File: src/cpu_pkg.sv
package cpu_pkg;

  localparam int data_width      = 32;
  localparam int imm_width       = 16;
  localparam int num_regs        = 16;
  localparam int reg_addr_width  = 4;
  localparam int imem_depth      = 256;
  localparam int dmem_depth      = 256;
  localparam int pc_width        = $clog2(imem_depth);
  localparam int dmem_addr_width = $clog2(dmem_depth);

  // instruction fields
  localparam int op_msb  = 31;
  localparam int op_lsb  = 28;
  localparam int rs_msb  = 27;
  localparam int rs_lsb  = 24;
  localparam int rt_msb  = 23;
  localparam int rt_lsb  = 20;
  localparam int rd_msb  = 19;
  localparam int rd_lsb  = 16;
  localparam int imm_msb = 15;
  localparam int imm_lsb = 0;

  typedef logic [data_width-1:0]     data_t;
  typedef logic [reg_addr_width-1:0] reg_addr_t;
  typedef logic [pc_width-1:0]       pc_t;
  typedef logic [op_msb:0]           instr_t;

  typedef enum logic [3:0] {
    op_nop  = 4'd0,
    op_add  = 4'd1,
    op_sub  = 4'd2,
    op_and  = 4'd3,
    op_or   = 4'd4,
    op_xor  = 4'd5,
    op_slt  = 4'd6,
    op_addi = 4'd7,
    op_lw   = 4'd8,
    op_sw   = 4'd9,
    op_beq  = 4'd10,
    op_jmp  = 4'd11,
    op_halt = 4'd12
  } opcode_e;

  typedef enum logic [2:0] {
    alu_add,
    alu_sub,
    alu_and,
    alu_or,
    alu_xor,
    alu_slt
  } alu_op_e;

  typedef struct packed {
    logic      valid;
    pc_t       pc;
    opcode_e   opcode;
    alu_op_e   alu_op;
    reg_addr_t rs;
    reg_addr_t rt;
    data_t     rs_data;
    data_t     rt_data;
    data_t     imm;
    reg_addr_t rd;
    logic      reg_write;
    logic      mem_read;
    logic      mem_write;
    logic      uses_imm;
  } id_ex_t;

  typedef struct packed {
    logic      valid;
    opcode_e   opcode;
    data_t     alu_result;
    data_t     store_data;
    reg_addr_t rd;
    logic      reg_write;
    logic      mem_read;
  } ex_mem_t;

endpackage

File: src/reg_write_if.sv
`timescale 1ns/1ps

// one registered write result, no handshake
interface reg_write_if import cpu_pkg::*; ();

  logic      valid;
  reg_addr_t rd;
  data_t     data;
  logic      reg_write;

  modport producer (
    output valid, rd, data, reg_write
  );

  modport consumer (
    input valid, rd, data, reg_write
  );

endinterface

File: src/decode_stage.sv
`timescale 1ns/1ps

module decode_stage import cpu_pkg::*; (
  input  logic          clk,
  input  logic          rst,
  input  instr_t        if_instr,
  input  pc_t           if_pc,
  input  logic          if_valid,
  input  logic          redirect,
  reg_write_if.consumer wb,
  output logic          stall,
  output id_ex_t        id_ex
);

  opcode_e   opcode;
  alu_op_e   alu_op;
  reg_addr_t rs;
  reg_addr_t rt;
  reg_addr_t rd;
  data_t     rs_data;
  data_t     rt_data;
  data_t     imm_ext;
  logic      reg_write;
  logic      mem_read;
  logic      mem_write;
  logic      uses_imm;
  logic      rt_src;
  logic      dest_rd;
  id_ex_t    id_ex_d;

  assign rs      = if_instr[rs_msb:rs_lsb];
  assign rt      = if_instr[rt_msb:rt_lsb];
  assign rd      = if_instr[rd_msb:rd_lsb];
  assign imm_ext = {{(data_width-imm_width){if_instr[imm_msb]}}, if_instr[imm_msb:imm_lsb]};

  // unknown codes become nop
  always_comb begin
    case (if_instr[op_msb:op_lsb])
      op_add, op_sub, op_and, op_or, op_xor, op_slt,
      op_addi, op_lw, op_sw, op_beq, op_jmp, op_halt:
        opcode = opcode_e'(if_instr[op_msb:op_lsb]);
      default:
        opcode = op_nop;
    endcase
  end

  always_comb begin
    reg_write = 1'b0;
    mem_read  = 1'b0;
    mem_write = 1'b0;
    uses_imm  = 1'b0;
    rt_src    = 1'b0;
    dest_rd   = 1'b0;
    case (opcode)
      op_add, op_sub, op_and, op_or, op_xor, op_slt: begin
        reg_write = 1'b1;
        rt_src    = 1'b1;
        dest_rd   = 1'b1;
      end
      op_addi: begin
        reg_write = 1'b1;
        uses_imm  = 1'b1;
      end
      op_lw: begin
        reg_write = 1'b1;
        mem_read  = 1'b1;
        uses_imm  = 1'b1;
      end
      op_sw: begin
        mem_write = 1'b1;
        uses_imm  = 1'b1;
        rt_src    = 1'b1;
      end
      op_beq: rt_src = 1'b1;
      default: ;
    endcase
    case (opcode)
      op_sub, op_beq: alu_op = alu_sub;
      op_and:         alu_op = alu_and;
      op_or:          alu_op = alu_or;
      op_xor:         alu_op = alu_xor;
      op_slt:         alu_op = alu_slt;
      default:        alu_op = alu_add;
    endcase
  end

  register_file i_register_file (
    .clk     (clk),
    .rst     (rst),
    .wb      (wb),
    .rs_addr (rs),
    .rt_addr (rt),
    .rs_data (rs_data),
    .rt_data (rt_data)
  );

  // load in EX feeding this instruction
  assign stall = if_valid && id_ex.valid && id_ex.mem_read && (id_ex.rd != '0) &&
                 ((id_ex.rd == rs) || (rt_src && (id_ex.rd == rt)));

  always_comb begin
    id_ex_d.valid     = if_valid && !stall && !redirect;
    id_ex_d.pc        = if_pc;
    id_ex_d.opcode    = opcode;
    id_ex_d.alu_op    = alu_op;
    id_ex_d.rs        = rs;
    id_ex_d.rt        = rt;
    id_ex_d.rs_data   = rs_data;
    id_ex_d.rt_data   = rt_data;
    id_ex_d.imm       = imm_ext;
    id_ex_d.rd        = dest_rd ? rd : rt;
    id_ex_d.reg_write = reg_write;
    id_ex_d.mem_read  = mem_read;
    id_ex_d.mem_write = mem_write;
    id_ex_d.uses_imm  = uses_imm;
  end

  ////////////////////////////////////////////////////////////
  // ID/EX
  ////////////////////////////////////////////////////////////

  always_ff @(posedge clk) begin
    id_ex <= id_ex_d;
    if (rst) begin
      id_ex.valid <= 1'b0;
    end
  end

endmodule

File: src/register_file.sv
`timescale 1ns/1ps

module register_file import cpu_pkg::*; (
  input  logic                 clk,
  input  logic                 rst,
  reg_write_if.consumer        wb,
  input  reg_addr_t            rs_addr,
  input  reg_addr_t            rt_addr,
  output data_t                rs_data,
  output data_t                rt_data
);

  data_t regs [num_regs];
  logic  wr_en;

  assign wr_en = wb.valid && wb.reg_write && (wb.rd != '0);

  always_ff @(posedge clk) begin
    if (rst) begin
      for (int i = 0; i < num_regs; i++) begin
        regs[i] <= '0;
      end
    end else if (wr_en) begin
      regs[wb.rd] <= wb.data;
    end
  end

  // r0 reads zero, same-cycle write wins
  assign rs_data = (rs_addr == '0) ? '0 :
                   (wr_en && (wb.rd == rs_addr)) ? wb.data : regs[rs_addr];
  assign rt_data = (rt_addr == '0) ? '0 :
                   (wr_en && (wb.rd == rt_addr)) ? wb.data : regs[rt_addr];

endmodule

File: src/flat_wrapper.sv
// flat-port wrapper written by rule: the top's interface ports become plain ports
module decode_stage_flat import cpu_pkg::*;
  (clk, rst, if_instr, if_pc, if_valid, redirect, stall, id_ex, wb_valid, wb_rd, wb_data, wb_reg_write);
  reg_write_if wb_i ();
  input  logic clk;
  input  logic rst;
  input  instr_t if_instr;
  input  pc_t if_pc;
  input  logic if_valid;
  input  logic redirect;
  output logic stall;
  output id_ex_t id_ex;
  input wire logic [$bits(wb_i.valid)-1:0] wb_valid;
  input wire logic [$bits(wb_i.rd)-1:0] wb_rd;
  input wire logic [$bits(wb_i.data)-1:0] wb_data;
  input wire logic [$bits(wb_i.reg_write)-1:0] wb_reg_write;
  assign wb_i.valid = wb_valid;
  assign wb_i.rd = wb_rd;
  assign wb_i.data = wb_data;
  assign wb_i.reg_write = wb_reg_write;
  decode_stage u_core (.clk(clk), .rst(rst), .if_instr(if_instr), .if_pc(if_pc), .if_valid(if_valid), .redirect(redirect), .wb(wb_i), .stall(stall), .id_ex(id_ex));
endmodule
File: config.mk
export PLATFORM = sky130hd
export DESIGN_NAME = decode_stage_flat
export DESIGN_NICKNAME = d
export VERILOG_FILES = /design/src/cpu_pkg.sv /design/src/reg_write_if.sv /design/src/decode_stage.sv /design/src/register_file.sv /design/src/flat_wrapper.sv
export SDC_FILE = /design/constraint.sdc
export NUM_CORES = 1
export LEC_CHECK = 0
export ABC_AREA = 1
export ABC_CLOCK_PERIOD_IN_PS = 3500
export BUFFER_PORTS_ARGS = -buffer_cell sky130_fd_sc_hd__buf_2
export CELL_PAD_IN_SITES_DETAIL_PLACEMENT = 0
export CELL_PAD_IN_SITES_GLOBAL_PLACEMENT = 1
export CORE_MARGIN = 5
export CORE_UTILIZATION = 30
export DETAILED_ROUTE_END_ITERATION = 8
export PLACE_DENSITY_LB_ADDON = 0.1
export SYNTH_ARGS = -nofsm -noshare
export SYNTH_HDL_FRONTEND = slang
export SYNTH_SLANG_ARGS = --single-unit
File: constraint.sdc
create_clock -name clk -period 3.5 [get_ports clk]
set_clock_uncertainty 0.1 [all_clocks]
set_input_delay 0.35 -clock clk [delete_from_list [all_inputs] [get_ports clk]]
set_output_delay 0.35 -clock clk [all_outputs]
set_load 0.01 [all_outputs]
==> impl_results.md, run 1 <==
* Status: completed
* Dpl ws at 0.823 ns
* Compound-Gate Fraction of Synth Area at approximately 1.1%
* Post-synthesis instance area at between 0.03 and 0.04 mm2
* Max-cap violations at 0
* Crit-path leading delay family: buffers and inverters
* Multi-input gate area at 0.0124 mm2
* Setup tns final at 0 ns
* Gate Count Post-Synth at 4486
* Post_cts resized at 0
* Vias in the first global route at 28900
* Total grt overflow at 0
* WP data arrival at 2.36 ns
* First-pass GRT wire length at 205 mm
* Detail-routed via count per cell at between 4 and 5
* WP buf/inv at 4
* CP most frequent cell: buf_2
* Synthesized-area fraction occupied by adder cells at 0%
* Fin crit share at 80.2%
* GRT Overall Usage at about a quarter
* Peak VDD IR at around 0.35 mV
* Synth warn at 0
* CTS clk-pin slew, worst paths at roughly 0.060 ns
* Antenna diode count at 0
* IO Pins at 211
* Final critical-path required period at around 2.8 ns
* Pin count of the biggest net entering global routing at 133
* Register area share after synthesis at a little over half
* Distinct cells, synth at 24
* Top post-synthesis cells by count: 1477 x nand2_1, 762 x nor2_1, 650 x nand3_1
* Mux contribution to synthesized area at 0%
* Cell count after placement at ~6000
* Peak Freq at between 0.3 and 0.4 GHz
* Worst setup margin at between 0.6 and 0.7 ns
* EDFF count, synth at just over 500
* Port buffer count at 210
* Setup Fix Bufs, Post-CTS at 0
* Worst skew pair latency at 0.66 ns
* Post-synthesis area per instance at between 7 and 8 um2
* Sequential cell area at 0.0176 mm2
* Initial Util at between 30 and 40%
* Layout net count at about 4700
* TritonCTS Buffers at 78
* Final setup viols at 0
* XOR/XNOR share of the synthesized area at less than 1%
* Ranking of synthesized cells by area: edfxtp_1 46%, nand2_1 17%, nand3_1 9.8%, nor2_1 8.6%, dfxtp_1 6.7%
* Worst Max-Slew Pin Slew at around 0.95 ns
* Die W at roughly 340 um
* Count leader, synth: nand2_1
* Wire per inst at 22.9 um
* Clock Sinks at ~620
* Gp weighted congestion at ~0.77
* CTS tree: done
* Leak pwr at roughly 19 nW
* Initial antenna violation count at 3
* Critical Path Max Stage Delay at between 0.5 and 0.6 ns
* Core Area at roughly 0.11 mm2
* Simple-Gate Fraction of Synth Area at between 30% and 40%
* Die outline height at about 340 um
* CP required at 3.05 ns
* CP cell instances: dlygate4sd3_1 -> buf_2 -> buf_4 -> xnor2_1 -> nand4_1 -> nand2_1 -> and2_1 -> buf_2
* Post-synth top flop: edfxtp_1
* Element type at the critical path start: input pin
* Htree depth at 3
* Core Util, Final at a little over a third
* Max Slew Vio Count at 0
* Remaining DRCs at 0
* Share of flip-flops with an asynchronous set or reset at 0%
* RSZ-0062 raised after global routing: false
* Cell accounting for the most synthesized area: edfxtp_1
* Share of layout cells above drive strength 1 at between 10% and 20%
* Clk buf depth at 3
* Hold WC Path Type: in -> reg
* DR iter-0 viols at 2500
* Die Area at approximately 0.12 mm2
* Yosys top cell area share at a little under half
* Hold slack at roughly 0.11 ns
* Syn-to-layout area delta at 18.9%
* Pre-antenna DRT Iters at 7
* PwrDens at a little under 500 mW/mm2
* Final wirelength at roughly 140 mm
* Root buf cell: clkbuf_16
* Critical path class: in -> out
* Fillcell total at around 12000
* Crit end category: output port
* Post-DP HPWL at 81.5 mm
* Post-route antenna net violation count at 0
* DR vias at just under 30000
* Rows at 122
* Slowest-stage cell, CP: buf_4
* Largest family of logic cells by synthesized area: simple AND/OR/NAND/NOR gates
* Fin. Hold Viols at 0
* Synth Register Bits at about 620
* Critical Path Fanout Max at 29
* Rel. slew slack at around 36%
* Layout Cells excl Fill at between 6000 and 7000
[kinds of logic after synthesis]
kind of cell,Yosys count
simple gates,2897
buf+inv,882
flops,624
compound gates,73
xor+xnor,9
other cells,1
[metrics by stage]
step / total power, mW / cell area [um2]
after detailed placement: 11.5 / 36300
after CTS: 19.7 / 39500
after global routing: 20.3 / 39500
after floorplan: 10.3 / 33400
after global placement: 11.5 / 36300
final: 19.5 / 39500
[state kept, by name, summed over array words and instances, names as in the netlist]
| signal | cells |
|---|---|
| u_core.i_register_file.regs | 512 |
| u_core.id_ex | 112 |
[path summary, 6_finish.rpt]
path,startpoint,endpoint,slack [ns],cells past startpoint
worst min register to register,u_core.i_register_file.regs[7][30]$_SDFFCE_PN0P_,u_core.id_ex[70]$_SDFF_PN0_,0.67,6
worst max-delay path,if_instr[26],stall,0.69,8
worst min-delay path,if_instr[23],u_core.id_ex[46]$_SDFF_PN0_,0.11,5
worst max register to register,u_core.id_ex[7]$_DFF_P_,u_core.id_ex[127]$_SDFF_PP0_,1.85,6
[layout by cell type, fill, tap and decap left out, types with 16 or more instances in the layout]
| master | instances |
|---|---|
| clkbuf_1 | 23 |
| inv_1 | 558 |
| buf_4 | 75 |
| edfxtp_1 | 512 |
| nand2_2 | 30 |
| conb_1 | 32 |
| clkbuf_8 | 16 |
| dlygate4sd3_1 | 74 |
| buf_2 | 206 |
| buf_12 | 28 |
| dfxtp_1 | 112 |
| clkbuf_16 | 83 |
| nor2_1 | 758 |
| nand2_1 | 1447 |
| o21ai_0 | 68 |
| nand3_1 | 646 |
[final cells by class]
type | count | area share [%]
clock buffer | 123 | 6.05
clock inverter | 21 | 0.317
inverter | 565 | 5.43
multi-input combinational | 3011 | 31.5
sequential | 624 | 44.6
tap | 1488 | 4.71
timing repair buffer | 387 | 7.46
[routing by layer]
metal	GRT usage (%)	routed length, um	part of all wire, %	up-vias
met5	0	13	0.0091	-
met4	5.25	3090	2.2	2
met3	2.97	6990	4.9	157
met2	39.6	67100	47	833
met1	33.2	65200	46	14500
li1	-	-	-	14300
[worst min-delay path: stages]
cell     delay [ns]
buf_2          0.17
nand2_1        0.07
nor2_1         0.08
nor2_1         0.07
nor2_1         0.07
[what timing repair did]
| item | 4_1_cts | 5_1_grt |
|---|---|---|
| endpoints found under the setup margin | 0 | 0 |
| hold endpoints to repair | 106 | 0 |
| hold buffers | 74 | 0 |
[power by group]
group,total (mW),switching [mW],internal [mW]
combinational,2.76,1.96,0.800
clock,8.09,3.40,4.69
sequential,8.64,0.140,8.50
(Power assumes the default switching activity.)
==> inputs of run 2 (changes only) <==
- ABC_CLOCK_PERIOD_IN_PS: 3500 -> 2450
- clock period: 3.5 -> 2.45 ns (I/O delays scaled with it)
==> run 2 against run 1 <==
Net effect:
- sequential power rose by 42%
- first-iteration DRC count rose by 2.2%
- utilization rose by 0.83 points
- critical path depth did not move
- final area rose by 2.3%
- flip-flop and latch count did not move
- die area did not move
- clock-buffer cell count fell by 2
- global-route usage fell by 0.10 points
- largest power group unchanged
- highest routed layer is now met4
==> impl_results.md, run 2 (same netlist as run 1, synthesis figures left out) <==
* RR Endpoint: u_core.id_ex[127]$_SDFF_PP0_
* Wire per inst at 22.5 um (-1.8%)
* Net switching fraction of the power at 27.8% (-0.47 points)
* CTS clk-pin slew, worst paths at 0.06 ns (about the same)
* Final non-filler cell area at 0.0404 mm2 (+2.3%)
* Initial antenna violation count at 2 (-1)
* Root buf cell: clkbuf_16
* CP required at 2.11 ns (-0.94 ns)
* Status: completed
* Htree depth at 3 (unchanged)
* Max-cap violations at 0 (unchanged)
* Reg-to-reg startpoint: u_core.id_ex[4]$_DFF_P_
* Final setup viols at 0 (unchanged)
* Setup tns final at 0 ns (unchanged)
* Die W at 343 um (unchanged)
* Most common cell after layout, fill and taps aside: nand2_1
* Syn-to-layout area delta at 21.6%
* WP data arrival at 2.00 ns (-0.36 ns)
* Worst-case reg-to-reg path depth at 6 (unchanged)
* Share of layout cells above drive strength 1 at 10.9% (+0.86 points)
* Pre-antenna DRT Iters at 6 (-1)
* Pint at 20.5 mW (+47%)
* Final wirelength at 141 mm (-0.89%)
* Die outline height at 343 um (unchanged)
* Critical Path Fanout Max at 45 (+55%)
* Worst skew pair latency at 0.65 ns (about the same)
* Min-Delay Startpoint: if_instr[20]
* Peak Freq at between 0.4 and 0.5 GHz
* Antenna diode count at 0 (unchanged)
* CTS tree: done
* Detail-routed via count per cell at 4.75 (-0.73%)
* Worst setup margin at 0.104 ns (-0.591 ns)
* GRT Overall Usage at 23.6% (-0.10 points)
* Hold Path End: u_core.id_ex[104]$_DFF_P_
* Layout Cells excl Fill at 6276 (+0.92%)
* Hold slack at 0.0532 ns (-0.0558 ns)
* Max Slew Vio Count at 0 (unchanged)
* Cell depth of the worst min-delay path at 2 (-3)
* Total grt overflow at 0 (unchanged)
* Critical path class: in -> out
* Clock Sinks at 624 (unchanged)
* IO Pins at 211 (unchanged)
* Max reg flops at 512 (unchanged)
* Post-DP HPWL at 87.9 mm (+7.9%)
* Remaining DRCs at 0 (unchanged)
* Fin. Hold Viols at 0 (unchanged)
* Largest registers: u_core.i_register_file.regs: 512 flops, u_core.id_ex: 112 flops
* Initial Util at 30.1% (unchanged)
* PwrDens at 702 mW/mm2 (+42%)
* DR iter-0 viols at 2555 (+2.2%)
* DR vias at 29800 (+0.18%)
* Gp weighted congestion at 0.811 (+5.0%)
* Leak pwr at 19.4 nW (+2.3%)
* Post-route antenna net violation count at 0 (unchanged)
* Element type at the critical path start: input pin
* Dpl ws at 0.206 ns (-0.617 ns)
* TritonCTS Buffers at 81 (+3.8%)
* Layout net count at 4803 (+1.1%)
* Total Power at 28.4 mW (+46%)
* Crit end category: output port
* Clk buf depth at 3 (unchanged)
* Die Area at 0.118 mm2 (unchanged)
* Final critical-path required period at approximately 2.3 ns
* Hold WC Path Type: in -> reg
* RSZ-0062 raised after global routing: false
* Combinational share of power at 14.4% (+0.2 points)
* Placed Area at 0.0370 mm2 (+2.1%)
* Psw at 7.89 mW (+43%)
* First-pass GRT wire length at 204 mm (-0.33%)
* Fillcell total at 11600 (-0.40%)
* Peak VDD IR at 0.474 mV (+37%)
* Rel. slew slack at 45.7% (+9.2 points)
* R2r setup slk at 0.83 ns (-1.02 ns)
* Port buffer count at 210 (unchanged)
* Rows at 122 (unchanged)
* Largest reg by FF count: u_core.i_register_file.regs
* Most frequent cells in the layout: 1447 x nand2_1, 758 x nor2_1, 646 x nand3_1, 558 x inv_1, 512 x edfxtp_1
* Cell count after placement at 6049 (+0.80%)
* Clock Power Share at 42.1% (+0.6 points)
* Fin crit share at 95.8%
* Worst Max-Slew Pin Slew at 0.815 ns (-0.138 ns)
* Pin count of the biggest net entering global routing at 76 (-43%)
* Vias in the first global route at 29100 (+0.71%)
* Core Area at 0.110 mm2 (unchanged)
* Seq pwr share at 43.5% (-0.8 points)
* Core Util, Final at 36.6% (+0.83 points)
==> run 2: cell count changes in the layout (fill, tap and decap cells not counted), sizes merged <==
cell	previous run	this run
buf	313	361
bufinv	0	4
clkinv	16	24
dlygate4sd3	74	77
clkbuf	123	121
inv	569	565
==> run 2: cell type report <==
| type | instances | area, um2 | area share (%) |
|---|---|---|---|
| tap | 1488 | 1860 | 4.61 |
| inverter | 565 | 2150 | 5.31 |
| timing repair buffer | 438 | 3750 | 9.28 |
| multi-input combinational | 3011 | 12400 | 30.7 |
| clock buffer | 121 | 2370 | 5.87 |
| sequential | 624 | 17600 | 43.6 |
| clock inverter | 29 | 250 | 0.619 |
==> run 2: worst max-delay path by stage <==
| stage | start | to | slack [ns] |
|---|---|---|---|
| after global routing | if_instr[25] | stall | 0.05 |
| after CTS | if_instr[23] | stall | 0.10 |
| after detailed placement | wb_rd[2] | u_core.i_register_file.regs[1][5]$_SDFFCE_PN0P_ | 0.21 |
| final | if_instr[25] | stall | 0.10 |
| after floorplan | wb_rd[3] | u_core.i_register_file.regs[13][0]$_SDFFCE_PN0P_ | 0.12 |
| after global placement | wb_rd[3] | u_core.i_register_file.regs[1][5]$_SDFFCE_PN0P_ | 0.21 |
==> run 2: per-layer routing <==
layer / track usage [%] / vias to the layer above / share of wire, %
li1: - / 14400 / -
met1: 32.8 / 14500 / 46
met2: 39.4 / 765 / 47
met3: 3.12 / 171 / 4.6
met4: 5.61 / 0 / 2.3
met5: 0 / - / 0
==> run 2: critical path: stages <==
cell and delay [ns]:
dlygate4sd3_1 0.56, buf_6 0.20, buf_12 0.31, xnor2_1 0.16, nand4_1 0.10, nand2_1 0.09, and2_1 0.12, buf_2 0.14
==> run 2: power groups by stage <==
stage / Clock (mW) / Combinational, mW / Sequential [mW]
final: 12.0 / 4.10 / 12.3
after global routing: 12.6 / 4.51 / 12.4
after CTS: 12.3 / 4.13 / 12.3
after detailed placement: 0 / 4.02 / 12.6
after global placement: 0 / 4.04 / 12.6
after floorplan: 0 / 2.11 / 12.6
==> run 2: what timing repair did <==
item,in CTS,in global routing
resized for setup,0,0
endpoints found under the hold margin,111,0
hold buffers,77,0
setup buffers,0,0
setup endpoints to repair,0,0
